### config.mk
export PLATFORM = sky130hd
export DESIGN_NAME = xadc_readout_top
export DESIGN_NICKNAME = d
export VERILOG_FILES = /design/src/xadc_pkg.sv /design/src/xadc_fifo_writer.sv /design/src/xadc_packer.sv /design/src/xadc_readout_top.sv /design/src/xadc_sample_ctrl.sv /design/src/xadc_sequencer.sv
export SDC_FILE = /design/constraint.sdc
export NUM_CORES = 1
export LEC_CHECK = 0
export BUFFER_PORTS_ARGS = -buffer_cell sky130_fd_sc_hd__buf_2
export CORE_ASPECT_RATIO = 1.2
export CORE_MARGIN = 1
export CORE_UTILIZATION = 45
export DETAILED_ROUTE_END_ITERATION = 16
export PLACE_DENSITY_LB_ADDON = 0.12
export REMOVE_ABC_BUFFERS = 1
export SYNTH_ARGS = -nofsm -noshare
export SYNTH_HDL_FRONTEND = slang
export SYNTH_SLANG_ARGS = --single-unit
### constraint.sdc
create_clock -name clk125 -period 4.4 [get_ports clk125]
set_input_delay 0.66 -clock clk125 [delete_from_list [all_inputs] [get_ports clk125]]
set_output_delay 0.66 -clock clk125 [all_outputs]
set_load 0.01 [all_outputs]
### src/xadc_pkg.sv
package xadc_pkg;

    ////////////////////
    // Data widths
    ////////////////////

    localparam int sample_w = 12;  // One ADC result
    localparam int chip_w   = 3;   // Chip index 0 to 7
    localparam int header_w = 4;   // Zero in bit 3, chip index below
    localparam int word_w   = 64;  // FIFO word

    // Five results per word, slot k at bits 12k+11 down to 12k
    // Header sits on top at bits 63 to 60
    localparam int slots_per_word = 5;

    ////////////////////
    // Request fields
    ////////////////////

    localparam int count_w  = 11;  // Samples per chip
    localparam int delay_w  = 18;  // Idle gap between samples
    localparam int len_w    = 12;  // Words in the current frame
    localparam int vmm_id_w = 4;   // Requested chip, 1 to 8

    localparam int num_chips = 8;

    // Frame length limit, overridable from the top level
    localparam int default_max_words = 150;

endpackage

### src/xadc_fifo_writer.sv
module xadc_fifo_writer
#(
    parameter int max_words = xadc_pkg::default_max_words
)
(
    input  logic                        clk125,
    input  logic                        rst,
    input  logic                        word_valid,
    input  logic [xadc_pkg::word_w-1:0] word,
    input  logic                        word_last,
    output logic                        fifo_wr,
    output logic [xadc_pkg::word_w-1:0] fifo_data,
    output logic [xadc_pkg::len_w-1:0]  packet_len,
    output logic                        end_of_data,
    output logic                        frame_done
);
    import xadc_pkg::*;

    logic [len_w-1:0] frame_cnt;  // Words already written in this frame
    logic [len_w-1:0] next_len;
    logic             at_limit;
    logic             close;

    assign next_len = frame_cnt + 1'b1;
    assign at_limit = (next_len == len_w'(max_words));

    // Either the chip is done or the frame is full
    assign close = word_last || at_limit;

    ////////////////////
    // FIFO write
    ////////////////////

    always_ff @(posedge clk125)
    begin
        if (rst)
        begin
            fifo_wr     <= 1'b0;
            end_of_data <= 1'b0;
            frame_done  <= 1'b0;
            frame_cnt   <= '0;
            packet_len  <= '0;
        end
        else
        begin
            fifo_wr     <= word_valid;
            end_of_data <= word_valid && close;
            frame_done  <= word_valid && word_last;  // Not on the size limit
            if (word_valid)
            begin
                packet_len <= next_len;  // Counts this word too
                if (close)
                    frame_cnt <= '0;
                else
                    frame_cnt <= next_len;
            end
        end
    end

    always_ff @(posedge clk125)
    begin
        if (word_valid)
            fifo_data <= word;
    end

endmodule

### src/xadc_packer.sv
module xadc_packer
(
    input  logic                          clk125,
    input  logic                          rst,
    input  logic                          save,
    input  logic [xadc_pkg::sample_w-1:0] result,
    input  logic [xadc_pkg::chip_w-1:0]   chip,
    input  logic                          last,
    output logic                          word_valid,
    output logic [xadc_pkg::word_w-1:0]   word,
    output logic                          word_last
);
    import xadc_pkg::*;

    localparam int idx_w     = $clog2(slots_per_word);
    localparam int payload_w = slots_per_word * sample_w;

    localparam logic [idx_w-1:0] top_slot = idx_w'(slots_per_word - 1);

    logic [payload_w-1:0] slots;       // Results gathered so far
    logic [payload_w-1:0] slots_next;
    logic [idx_w-1:0]     slot_idx;    // Next free slot
    logic [header_w-1:0]  header;
    logic                 emit;

    // Full word or end of chip
    assign emit = save && (last || (slot_idx == top_slot));

    assign header = {1'b0, chip};

    always_comb
    begin
        slots_next = slots;
        slots_next[slot_idx * sample_w +: sample_w] = result;
    end

    ////////////////////
    // Slot filling
    ////////////////////

    always_ff @(posedge clk125)
    begin
        if (rst)
        begin
            slots      <= '0;
            slot_idx   <= '0;
            word_valid <= 1'b0;
        end
        else
        begin
            word_valid <= emit;
            if (save)
            begin
                if (emit)
                begin
                    slots    <= '0;  // Unused slots of the next word read as zero
                    slot_idx <= '0;
                end
                else
                begin
                    slots    <= slots_next;
                    slot_idx <= slot_idx + 1'b1;
                end
            end
        end
    end

    // Finished word with its chip header
    always_ff @(posedge clk125)
    begin
        if (emit)
        begin
            word      <= {header, slots_next};
            word_last <= last;
        end
    end

endmodule

### src/xadc_readout_top.sv
module xadc_readout_top
#(
    parameter int max_words = xadc_pkg::default_max_words
)
(
    input  logic                          clk125,
    input  logic                          rst,
    input  logic                          data_in_rdy,
    input  logic [xadc_pkg::vmm_id_w-1:0] vmm_id,
    input  logic [xadc_pkg::count_w-1:0]  sample_size,
    input  logic [xadc_pkg::delay_w-1:0]  delay_in,
    input  logic                          udp_done,
    input  logic                          adc_done,
    input  logic [xadc_pkg::sample_w-1:0] adc_result,
    output logic [xadc_pkg::chip_w:0]     mux_addr,
    output logic                          mux_addr3_n,
    output logic                          adc_start,
    output logic                          fifo_wr,
    output logic [xadc_pkg::word_w-1:0]   fifo_data,
    output logic [xadc_pkg::len_w-1:0]    packet_len,
    output logic                          end_of_data,
    output logic                          xadc_busy
);
    import xadc_pkg::*;

    // Sequencer to sample controller
    logic              sample_req;
    logic [chip_w-1:0] req_chip;
    logic              req_last;

    // Sample controller to packer
    logic                save;
    logic [sample_w-1:0] save_result;
    logic [chip_w-1:0]   save_chip;
    logic                save_last;

    // Packer to writer, writer back to sequencer
    logic              word_valid;
    logic [word_w-1:0] word;
    logic              word_last;
    logic              frame_done;

    xadc_sequencer u_sequencer
    (
        .clk125      (clk125),
        .rst         (rst),
        .data_in_rdy (data_in_rdy),
        .vmm_id      (vmm_id),
        .sample_size (sample_size),
        .delay_in    (delay_in),
        .udp_done    (udp_done),
        .frame_done  (frame_done),
        .save        (save),
        .sample_req  (sample_req),
        .chip        (req_chip),
        .last        (req_last),
        .xadc_busy   (xadc_busy)
    );

    xadc_sample_ctrl u_sample_ctrl
    (
        .clk125      (clk125),
        .rst         (rst),
        .sample_req  (sample_req),
        .chip        (req_chip),
        .last        (req_last),
        .adc_done    (adc_done),
        .adc_result  (adc_result),
        .mux_addr    (mux_addr),
        .mux_addr3_n (mux_addr3_n),
        .adc_start   (adc_start),
        .save        (save),
        .result      (save_result),
        .chip_out    (save_chip),
        .last_out    (save_last)
    );

    xadc_packer u_packer
    (
        .clk125     (clk125),
        .rst        (rst),
        .save       (save),
        .result     (save_result),
        .chip       (save_chip),
        .last       (save_last),
        .word_valid (word_valid),
        .word       (word),
        .word_last  (word_last)
    );

    xadc_fifo_writer #(
        .max_words (max_words)
    ) u_fifo_writer
    (
        .clk125      (clk125),
        .rst         (rst),
        .word_valid  (word_valid),
        .word        (word),
        .word_last   (word_last),
        .fifo_wr     (fifo_wr),
        .fifo_data   (fifo_data),
        .packet_len  (packet_len),
        .end_of_data (end_of_data),
        .frame_done  (frame_done)
    );

endmodule

### src/xadc_sample_ctrl.sv
module xadc_sample_ctrl
(
    input  logic                          clk125,
    input  logic                          rst,
    input  logic                          sample_req,
    input  logic [xadc_pkg::chip_w-1:0]   chip,
    input  logic                          last,
    input  logic                          adc_done,
    input  logic [xadc_pkg::sample_w-1:0] adc_result,
    output logic [xadc_pkg::chip_w:0]     mux_addr,
    output logic                          mux_addr3_n,
    output logic                          adc_start,
    output logic                          save,
    output logic [xadc_pkg::sample_w-1:0] result,
    output logic [xadc_pkg::chip_w-1:0]   chip_out,
    output logic                          last_out
);
    import xadc_pkg::*;

    logic pending;    // Conversion in flight
    logic last_hold;
    logic capture;

    assign capture     = pending && adc_done;
    assign mux_addr3_n = ~mux_addr[chip_w];  // Bit 3 is always low here

    always_ff @(posedge clk125)
    begin
        if (rst)
        begin
            mux_addr  <= '0;
            adc_start <= 1'b0;
            save      <= 1'b0;
            pending   <= 1'b0;
        end
        else
        begin
            adc_start <= sample_req;
            save      <= capture;
            if (sample_req)
            begin
                mux_addr <= {1'b0, chip};
                pending  <= 1'b1;
            end
            else if (adc_done)
                pending <= 1'b0;
        end
    end

    // Result and its tags
    always_ff @(posedge clk125)
    begin
        if (sample_req)
            last_hold <= last;
        if (capture)
        begin
            result   <= adc_result;
            chip_out <= mux_addr[chip_w-1:0];  // Mux still points at the sampled chip
            last_out <= last_hold;
        end
    end

endmodule

### src/xadc_sequencer.sv
module xadc_sequencer
(
    input  logic                          clk125,
    input  logic                          rst,
    input  logic                          data_in_rdy,
    input  logic [xadc_pkg::vmm_id_w-1:0] vmm_id,
    input  logic [xadc_pkg::count_w-1:0]  sample_size,
    input  logic [xadc_pkg::delay_w-1:0]  delay_in,
    input  logic                          udp_done,
    input  logic                          frame_done,
    input  logic                          save,
    output logic                          sample_req,
    output logic [xadc_pkg::chip_w-1:0]   chip,
    output logic                          last,
    output logic                          xadc_busy
);
    import xadc_pkg::*;

    localparam logic [2:0] st_idle       = 3'd0;
    localparam logic [2:0] st_start      = 3'd1;
    localparam logic [2:0] st_wait_save  = 3'd2;
    localparam logic [2:0] st_delay      = 3'd3;
    localparam logic [2:0] st_wait_frame = 3'd4;
    localparam logic [2:0] st_release    = 3'd5;

    localparam logic [chip_w-1:0] last_chip = chip_w'(num_chips - 1);

    logic [2:0]         state;
    logic               all_mode;   // Sweep all eight chips
    logic [count_w-1:0] req_cnt;    // Requests issued for this chip
    logic [delay_w-1:0] delay_cnt;
    logic               sel_all;
    logic               final_req;
    logic               issue;
    logic               release_ok;

    // 1 to 8 picks one chip, anything else sweeps them all
    assign sel_all = (vmm_id == '0) || (vmm_id > num_chips);

    // A sample size of zero behaves as one
    assign final_req = (req_cnt + 1'b1) >= sample_size;

    assign issue = (state == st_start) ||
                   ((state == st_delay) && (delay_cnt == delay_in));

    // Old request gone and the UDP frame sent
    assign release_ok = !data_in_rdy && udp_done;

    ////////////////////
    // Sweep FSM
    ////////////////////

    always_ff @(posedge clk125)
    begin
        if (rst)
        begin
            state      <= st_idle;
            all_mode   <= 1'b0;
            chip       <= '0;
            last       <= 1'b0;
            req_cnt    <= '0;
            delay_cnt  <= '0;
            sample_req <= 1'b0;
            xadc_busy  <= 1'b0;
        end
        else
        begin
            sample_req <= 1'b0;

            if (issue)
            begin
                sample_req <= 1'b1;
                last       <= final_req;  // Flags the chip's final sample
                req_cnt    <= req_cnt + 1'b1;
                state      <= st_wait_save;
            end
            else
            begin
                case (state)
                    st_idle:
                    begin
                        if (data_in_rdy)
                        begin
                            xadc_busy <= 1'b1;
                            all_mode  <= sel_all;
                            chip      <= sel_all ? '0 : chip_w'(vmm_id - 1'b1);
                            req_cnt   <= '0;
                            state     <= st_start;
                        end
                    end

                    st_wait_save:
                    begin
                        if (save)
                        begin
                            delay_cnt <= '0;
                            state     <= last ? st_wait_frame : st_delay;
                        end
                    end

                    st_delay:
                        delay_cnt <= delay_cnt + 1'b1;

                    st_wait_frame:
                    begin
                        if (frame_done)
                        begin
                            req_cnt <= '0;
                            if (all_mode && (chip != last_chip))
                            begin
                                chip  <= chip + 1'b1;  // Next chip in the sweep
                                state <= st_start;
                            end
                            else if (release_ok)
                            begin
                                xadc_busy <= 1'b0;
                                state     <= st_idle;
                            end
                            else
                                state <= st_release;
                        end
                    end

                    st_release:
                    begin
                        if (release_ok)
                        begin
                            xadc_busy <= 1'b0;
                            state     <= st_idle;
                        end
                    end

                    default:
                        state <= st_idle;
                endcase
            end
        end
    end

endmodule
==> results of run 1 <==
placed cells by master, fill, tap and decap left out, drive strengths merged, types with 7 or more instances in the layout:
cell type,Yosys,routed
a211oi,17,17
a21o,8,8
a21oi,65,65
a22o,37,37
a22oi,12,12
a311oi,9,9
a31oi,19,19
a32o,8,8
and2,13,13
and3,14,14
buf,27,143
clkbuf,30,43
dfxtp,136,136
edfxtp,144,144
ha,28,28
inv,40,40
mux2,17,17
mux2i,16,16
nand2,99,99
nand2b,11,11
nand3,44,44
nand4,11,11
nor2,94,94
nor2b,13,13
nor3,30,30
o21a,10,10
o21ai,77,77
o22ai,16,16
o2bb2ai,8,8
or3,7,7
xnor2,38,38
xor2,9,9
final cells by class:
type                            count  area, um2  area share [%]
Sequential cell                   280       7051           48.90
Multi-Input combinational cell    797       5109           35.43
Clock buffer                       43      808.3           5.606
Timing Repair Buffer              143      745.7           5.172
Tap cell                          340      425.4           2.951
Inverter                           40      150.1           1.041
Clock inverter                     10      126.4          0.8765
Antenna cell                        1      2.502         0.01736
cell families after synthesis:
group                    count (synthesis)  synth area share (%)
buffers and inverters                   97                 3.279
AO/OA/AOI/OAI                          323                 17.42
flip-flops                             280                 56.13
AND/OR/NAND/NOR                        362                 14.01
adder cells (fa/ha/maj)                 29                 2.950
multiplexers                            33                 2.801
XOR/XNOR                                47                 3.339
other                                    2               0.05982
routing by layer:
metal | vias to the layer above | GRT usage (%) | routed length (um)
met5 | - | 0 | 23
met2 | 236 | 36.22 | 14490
met1 | 4321 | 24.92 | 12230
met3 | 63 | 3.159 | 1395
li1 | 4595 | - | -
met4 | 4 | 6.535 | 761
sequential cells by signal, indices dropped and copies added, names as in the netlist, 11 cells and up:
name,count
u_fifo_writer.frame_cnt,12
u_sequencer.req_cnt,11
u_sample_ctrl.result,12
u_packer.slots,60
u_packer.word,63
u_fifo_writer.fifo_data,63
u_fifo_writer.packet_len,12
u_sequencer.delay_cnt,18
through the flow:
stage               hold WS, ns  std cells  power (mW)  utilization, %  setup TNS (ns)
floorplan                0.4003       1117       3.216               -          -19.56
global placement         0.4006       1600       3.388           49.47               0
detailed placement       0.4045       1600       3.395           49.47               0
CTS                      0.2646       1653       5.807           52.90               0
global route             0.2706       1653       5.981           52.90               0
finish                   0.2841       1654       5.752           52.91               0
where the power goes:
| group | leakage, nW | switching (mW) | internal [mW] | total, mW |
|---|---|---|---|---|
| Combinational | 2.30 | 0.298 | 0.157 | 0.455 |
| Sequential | 2.35 | 0.0830 | 2.80 | 2.88 |
| Clock | 0.456 | 0.975 | 1.44 | 2.41 |
critical path, cell delays in order (launching register included):
cell     delay (ns)
dfxtp_1        0.38
ha_1           0.27
fa_1           0.47
xor2_1         0.34
nor3_1         0.09
ha_1           0.47
nor2_1         0.15
and4_1         0.33
and2_1         0.47
a31o_2         0.32
mux2_2         0.36
final timing paths:
path / start / end / slack [ns] / cells after the start
worst max register to register: u_packer.slot_idx[1] / u_packer.word[10] / 0.50 / 10
worst max-delay path: u_packer.slot_idx[1] / u_packer.word[10] / 0.50 / 10
worst min-delay path: adc_result[5] / u_sample_ctrl.result[5] / 0.28 / 1
worst min register to register: u_packer.word[15] / u_fifo_writer.fifo_data[15] / 0.42 / 0
==> flow_summary.toml, run 1 <==
[run_status]
status = "complete, no violations"

[worst_setup_path]
end_kind = "flop"
path_class = "reg2reg"
critPathArrivalTime_ns = 4.20
start_kind = "flop"
critPathMaxFanout = 15
required_ns = 4.70

[clock_network]
cts_root_buf = "clkbuf_16"
h-tree-depth = 1
tritoncts = "done"
post_cts_resized = 0
cts_num_sinks = 280
cts_hold_buffers = 0
numCtsBuffers = 29
clk_pin_slew_ns = 0.06
clock_path_buffers = 3
post_cts_buffers = 0
clk_latency_ns = 0.55

[logic_synthesis]
syn_inst = 1173
synth_area_um2 = 12550
synth_common_cells = "144 x edfxtp_1, 136 x dfxtp_1, 99 x nand2_1"
synth_edf_count = 144
avgSynthCellArea_um2 = 10.70
synth_top_area_share_pct = 34.45
async_flop_share_pct = 0
yosys_register_bits = 280
synth_warnings = 0
synth.most_common_cell = "edfxtp_1"
ys_seq_area_share_pct = 56.13
yosys.cell_types.count = 74
ys.flop_type = "edfxtp_1"
ys_top_cells_by_area = "edfxtp_1 34%, dfxtp_1 22%, nand2_1 3.0%, o21ai_0 2.8%, ha_1 2.8%"
yosys.area.top_type = "edfxtp_1"

[power_and_ir_drop]
leakagePower_nw = 5.108
power.density_nw_per_um2 = 399.0
ir_worst_vdd_uv = 232.3

[layout]
syn_to_final_growth_pct = 14.85
stdcell_area_um2 = 14420
num-nets-final = 1370
fillers = 2457
layout-drive-gt1-share_pct = 17.06

[global_routing]
grt.total_usage_pct = 20.25
grt_pass1_wl_um = 46130
antenna_found_initial = 3
grt_max_degree = 72
grt-ovfl-total = 0
grt_pass1_vias = 8786

[timing]
hold_violations = 0
final.min_clock_period_ns = 3.904
finalClockSkew_ns = 0.01206
tightest_slew_ns = 0.9766
slew_viol_final = 0
finalSetupViolations = 0
rsz0062_at_grt = "no"
slew_headroom_pct = 34.83
fmax_ghz = 0.2561
timing.final.crit_share_pct = 88.73
layout_setup_ws_ns = 0.4957

[routing]
routed_wirelength_um = 28900
vias_per_cell = 5.574
first_pass_iters = 7
wl_per_cell_um = 17.47
post-route-drc-count = 0
antenna_left = 0
drt_iter0_drc = 630
vias = 9219

[floorplanning]
die_w_um = 154.5
die_y_um = 185.0
core_um2 = 27250
dieArea_um2 = 28570
pin_count = 135
num_rows = 66
start_util_pct = 46.07

[hold_path]
hold_class = "in2reg"

[placement]
place_ws_ns = 0.5675
dp_hpwl_um = 19930
port_buffers = 131
finalWeightedCongestion = 0.9139
place_area_um2 = 13480

[run]
maxCapViolCount = 0
No activity file was read; power rests on OpenSTA's default activity.
==> inputs of run 2 (changes only) <==
--- a/config.mk
+++ b/config.mk
@@ -6,9 +6,11 @@
 export NUM_CORES = 1
 export LEC_CHECK = 0
 export BUFFER_PORTS_ARGS = -buffer_cell sky130_fd_sc_hd__buf_2
+export CELL_PAD_IN_SITES_DETAIL_PLACEMENT = 1
+export CELL_PAD_IN_SITES_GLOBAL_PLACEMENT = 1
 export CORE_ASPECT_RATIO = 1.2
 export CORE_MARGIN = 1
-export CORE_UTILIZATION = 45
+export CORE_UTILIZATION = 42
 export DETAILED_ROUTE_END_ITERATION = 16
 export PLACE_DENSITY_LB_ADDON = 0.12
 export REMOVE_ABC_BUFFERS = 1
==> flow_summary.toml, run 2 (same netlist as run 1, synthesis figures left out) <==
[run_status]
status = "complete, no violations"

[worst_setup_path]
critPathMaxFanout = 15
crit_path_frequent_cell = "ha_1"
startpoint = "u_packer.slot_idx[1]"
cpPeakStageDelay_ns = 0.57
crit_chain = "ha_1 -> fa_1 -> nor3_1 -> ha_1 -> nor2_1 -> and4_1 -> and2_1 -> a31o_2 -> mux2_2"
cpLargestDelayFamily = "simple AND/OR/NAND/NOR gates"
end_kind = "flop"
slowest_stage = "fa_1"
start_kind = "flop"
critPathBufInv = 0
critPathArrivalTime_ns = 4.33
path_class = "reg2reg"
required_ns = 4.69
reg2reg_from = "u_packer.slot_idx[1]"

[power_and_ir_drop]
p_sw_mw = 1.401
p_int_mw = 4.406
p_sw_share_pct = 24.13
leakagePower_nw = 5.115
power.density_nw_per_um2 = 400.4
pwr-share-clk_pct = 42.2
power_frac_seq_pct = 49.5
combPwrFrac_pct = 8.3
ir_worst_vdd_uv = 243.4

[clock_network]
cts_hold_buffers = 0
clk_latency_ns = 0.55
clock_path_buffers = 3
clk_pin_slew_ns = 0.06
post_cts_resized = 0
h-tree-depth = 1
tritoncts = "done"
numCtsBuffers = 28
cts_num_sinks = 280
post_cts_buffers = 0
cts_root_buf = "clkbuf_16"

[routing]
vias_per_cell = 5.551
routed_wirelength_um = 32080
first_pass_iters = 4
wl_per_cell_um = 18.86
antenna_left = 0
post-route-drc-count = 0
vias = 9443
drt_iter0_drc = 411

[timing]
hold_violations = 0
timing.final.crit_share_pct = 91.95
tightest_slew_ns = 1.110
slew_viol_final = 0
finalSetupViolations = 0
slew_headroom_pct = 26.01
fmax_ghz = 0.2472
layout_setup_ws_ns = 0.3541
rsz0062_at_grt = "no"
final.min_clock_period_ns = 4.046
finalClockSkew_ns = 0.02031

[layout]
fillers = 3263
layout_commonest_cell = "edfxtp_1"
register_area_um2 = 7051
top_regs = "u_fifo_writer.fifo_data: 63 flops, u_packer.word: 63 flops, u_packer.slots: 60 flops"
multi_input_area_um2 = 5109
layout-drive-gt1-share_pct = 17.43
syn_to_final_growth_pct = 15.52
layout.cells.non_filler = 1701
num-nets-final = 1371
final_cell_mix = "144 x edfxtp_1, 135 x dfxtp_1, 131 x buf_2"

[global_routing]
antenna_found_initial = 5
grt.total_usage_pct = 20.95
grt_max_degree = 75
grt_pass1_vias = 9714
grt-ovfl-total = 0
grt_pass1_wl_um = 51200

[floorplanning]
num_rows = 68
core_um2 = 29100
dieArea_um2 = 30590
die_w_um = 159.8
start_util_pct = 43.14
die_y_um = 191.4
pin_count = 135

[hold_path]
hold_class = "in2reg"
hold_start = "adc_result[3]"

[placement]
place_ws_ns = 0.4799
port_buffers = 131
placedCellCount = 1647
dp_hpwl_um = 22620
finalWeightedCongestion = 0.9652

[run]
maxCapViolCount = 0
run 2: cell types whose count changed in the layout (fill, tap and decap cells not counted):
cell	previous run	this run
buf_4	12	14
bufinv_16	3	4
clkbuf_1	11	6
clkbuf_8	3	0
clkinv_1	1	2
clkinv_2	5	6
clkinvlp_4	1	4
diode_2	1	2
inv_6	0	1
run 2: routing by layer:
layer / global-route usage, % / part of all wire [%] / wire length [um] / up-vias
met2: 39.49 / 52 / 16730 / 179
met3: 3.255 / 3.9 / 1247 / 61
met1: 24.10 / 41 / 13270 / 4601
met5: 0 / 0.14 / 45 / -
li1: - / - / - / 4596
met4: 6.850 / 2.5 / 791 / 6
run 2: path summary, 6_finish.rpt:
| kind | to | slack, ns | depth (start not counted) |
|---|---|---|---|
| worst max-delay path | u_packer.word[9] | 0.35 | 9 |
| worst min-delay path | u_sample_ctrl.result[3] | 0.30 | 1 |
| worst max register to register | u_packer.word[9] | 0.35 | 9 |
| worst min register to register | u_fifo_writer.fifo_data[29] | 0.42 | 0 |
run 2: per-stage QoR:
| stage | instance area, um2 | util [%] | power, mW | setup TNS, ns | hold slack [ns] |
|---|---|---|---|---|---|
| after CTS | 14500 | 49.82 | 5.877 | 0 | 0.2833 |
| after floorplan | 12300 | - | 3.216 | -19.56 | 0.4003 |
| final | 14500 | 49.84 | 5.807 | 0 | 0.2987 |
| after detailed placement | 13550 | 46.57 | 3.419 | 0 | 0.4056 |
| after global placement | 13550 | 46.57 | 3.401 | 0 | 0.4004 |
| after global routing | 14500 | 49.83 | 6.045 | 0 | 0.2814 |
run 2: cell type report:
cell class	count	area share [%]
Clock buffer	35	5.160
Clock inverter	17	1.355
Inverter	40	1.035
Sequential cell	280	48.62
Antenna cell	2	0.03451
Tap cell	385	3.322
Timing Repair Buffer	145	5.246
Multi-Input combinational cell	797	35.23
run 2: power by group through the flow:
stage | combinational (mW) | sequential [mW] | clock (mW)
6_report | 0.479 | 2.88 | 2.45
5_1_grt | 0.539 | 2.89 | 2.62
4_1_cts | 0.488 | 2.88 | 2.51
3_5_place_dp | 0.485 | 2.93 | 0
3_3_place_gp | 0.469 | 2.93 | 0
2_1_floorplan | 0.297 | 2.92 | 0
run 2: worst register-to-register path, stage by stage, from the launching register on:
cell,delay (ns)
dfxtp_1,0.46
ha_1,0.30
fa_1,0.57
nor3_1,0.25
ha_1,0.41
nor2_1,0.21
and4_1,0.36
and2_1,0.53
a31o_2,0.33
mux2_2,0.37
==> inputs of run 3 (changes only) <==
--- a/config.mk
+++ b/config.mk
@@ -5,13 +5,15 @@
 export SDC_FILE = /design/constraint.sdc
 export NUM_CORES = 1
 export LEC_CHECK = 0
+export ABC_AREA = 1
 export BUFFER_PORTS_ARGS = -buffer_cell sky130_fd_sc_hd__buf_2
 export CELL_PAD_IN_SITES_DETAIL_PLACEMENT = 1
 export CELL_PAD_IN_SITES_GLOBAL_PLACEMENT = 1
 export CORE_ASPECT_RATIO = 1.2
 export CORE_MARGIN = 1
-export CORE_UTILIZATION = 42
+export CORE_UTILIZATION = 40
 export DETAILED_ROUTE_END_ITERATION = 16
+export MAX_ROUTING_LAYER = met4
 export PLACE_DENSITY_LB_ADDON = 0.12
 export REMOVE_ABC_BUFFERS = 1
 export SYNTH_ARGS = -nofsm -noshare
==> flow_summary.toml, run 3 <==
[timing]
finalSetupViolations = 0
final.min_clock_period_ns = 3.685
slew_headroom_pct = 30.54
setup_tns_ns = 0
tightest_slew_ns = 1.041
hold_violations = 0
timing.final.crit_share_pct = 83.76
slew_viol_final = 0
finalClockSkew_ns = 0.01777
rsz0062_at_grt = "no"
fmax_ghz = 0.2714
layout_setup_ws_ns = 0.7147

[run_status]
failed_checks = "design-rule violations"
status = "complete, but fails checks"

[clock_network]
tritoncts = "done"
clock_path_buffers = 3
clk_pin_slew_ns = 0.06
post_cts_buffers = 0
cts_num_sinks = 280
clk_latency_ns = 0.56
numCtsBuffers = 30
post_cts_resized = 0
cts_root_buf = "clkbuf_16"
h-tree-depth = 1
cts_hold_buffers = 0

[power_and_ir_drop]
p_int_mw = 4.471
p_sw_share_pct = 25.14
p_sw_mw = 1.502
combPwrFrac_pct = 9.6
power_frac_seq_pct = 47.6
ir_worst_vdd_uv = 407.0
power.density_nw_per_um2 = 398.5
leakagePower_nw = 5.653
pwr-share-clk_pct = 42.7

[layout]
num-nets-final = 1709
final_util_pct = 47.39
final_cell_mix = "368 x nand2_1, 148 x a21oi_1, 144 x edfxtp_1"
layout.cells.non_filler = 2057
layout-drive-gt1-share_pct = 13.30
layout_commonest_cell = "nand2_1"
register_area_um2 = 7048
syn_to_final_growth_pct = 15.70
multi_input_area_um2 = 5116
fillers = 3782
top_regs = "u_fifo_writer.fifo_data: 63 flops, u_packer.word: 63 flops, u_packer.slots: 60 flops"

[logic_synthesis]
yosys_register_bits = 280
avgSynthCellArea_um2 = 8.567
synth_edf_count = 144
synth_area_um2 = 12950
yosys.cell_types.count = 43
ys_seq_area_share_pct = 54.40
ys_top_cells_by_area = "edfxtp_1 33%, dfxtp_1 21%, nand2_1 11%, a21oi_1 5.7%, nand3_1 4.7%"
yosys.area.top_type = "edfxtp_1"
syn_inst = 1512
async_flop_share_pct = 0
synth_common_cells = "368 x nand2_1, 148 x a21oi_1, 144 x edfxtp_1"
ys.flop_type = "edfxtp_1"
synth_top_area_share_pct = 33.38
synth_warnings = 0
synth.most_common_cell = "nand2_1"

[routing]
post-route-drc-count = 7
vias = 10450
vias_per_cell = 5.081
wl_per_cell_um = 16.49
routed_wirelength_um = 33920
drt_iter0_drc = 397
antenna_left = 0
first_pass_iters = 10

[hold_path]
hold_path_end = "u_sample_ctrl.result[0]"
hold_class = "in2reg"
hold_depth = 1
hold_start = "adc_result[0]"

[worst_setup_path]
rrSetupSlack_ns = 0.71
cpPeakStageDelay_ns = 0.74
path_class = "reg2reg"
rr_worst_depth = 13
crit_path_frequent_cell = "nand2_1"
required_ns = 4.72
critPathMaxFanout = 29
critPathBufInv = 3
r2r-end = "u_packer.word[7]"
reg2reg_from = "u_packer.slot_idx[0]"
start_kind = "flop"
cpLargestDelayFamily = "simple AND/OR/NAND/NOR gates"
slowest_stage = "dfxtp_1"
crit_chain = "inv_1 -> ha_1 -> inv_2 -> nand2_2 -> nor2_4 -> nand3_2 -> nor2_1 -> nand3_1 -> nand2_1 -> nand2_1 -> inv_1 -> nand2_1 -> and2_1"
end_kind = "flop"
critPathArrivalTime_ns = 4.01

[floorplanning]
start_util_pct = 40.96
dieArea_um2 = 33110
die_w_um = 166.3
pin_count = 135
num_rows = 71
core_um2 = 31630
die_y_um = 199.1

[placement]
dp_hpwl_um = 24520
placedCellCount = 1999
port_buffers = 131
place_ws_ns = 0.7195
finalWeightedCongestion = 0.9331

[global_routing]
grt_pass1_wl_um = 54450
grt_pass1_vias = 10650
grt_max_degree = 68
grt.total_usage_pct = 21.24
antenna_found_initial = 2
grt-ovfl-total = 0

[run]
maxCapViolCount = 0
## run 3: metal layers
metal	GRT usage [%]	vias up	wire, um
li1	-	5214	-
met1	24.41	5014	14430
met2	37.94	160	17220
met3	2.832	63	1214
met4	7.956	0	1062
met5	-	-	0
## run 3: kinds of logic after synthesis
kind of cell | Yosys count | synth area share, %
buffers and inverters | 204 | 6.191
AO/OA/AOI/OAI | 233 | 9.379
AND/OR/NAND/NOR | 719 | 24.07
XOR/XNOR | 45 | 3.043
flip-flops | 280 | 54.40
other | 2 | 0.05798
adder cells (fa/ha/maj) | 29 | 2.859
## run 3: worst max path at each step
stage          cells after the start            startpoint  slack, ns                to
2_1_floorplan                      2    u_sample_ctrl.save       0.09  u_packer.word[0]
3_3_place_gp                      11  u_packer.slot_idx[0]       0.88  u_packer.word[5]
4_1_cts                           13  u_packer.slot_idx[0]       0.73  u_packer.word[5]
5_1_grt                           13  u_packer.slot_idx[0]       0.27  u_packer.word[5]
3_5_place_dp                      13  u_packer.slot_idx[0]       0.72  u_packer.word[5]
6_report                          13  u_packer.slot_idx[0]       0.71  u_packer.word[7]
## run 3: power groups by stage
stage          clock network (mW)  logic [mW]  registers (mW)
6_report                     2.55       0.575            2.85
5_1_grt                      2.73       0.654            2.85
4_1_cts                      2.63       0.583            2.85
3_5_place_dp                    0       0.573            2.90
3_3_place_gp                    0       0.567            2.90
2_1_floorplan                   0       0.368            2.89
## run 3: per-stage QoR
| stage | hold WS [ns] | power [mW] | cell area [um2] |
|---|---|---|---|
| detailed placement | 0.4056 | 3.474 | 13980 |
| finish | 0.2711 | 5.973 | 14990 |
| CTS | 0.2390 | 6.061 | 14980 |
| global route | 0.2444 | 6.235 | 14990 |
| floorplan | 0.4003 | 3.262 | 12710 |
| global placement | 0.4005 | 3.466 | 13980 |
## run 3: cell type report
type                       instances  area share, %
antenna                            2        0.03339
clock buffer                      37          5.251
clock inverter                    19          1.436
inverter                         148          3.707
multi-input combinational       1029          34.14
sequential                       280          47.03
tap                              401          3.348
timing repair buffer             141          5.059
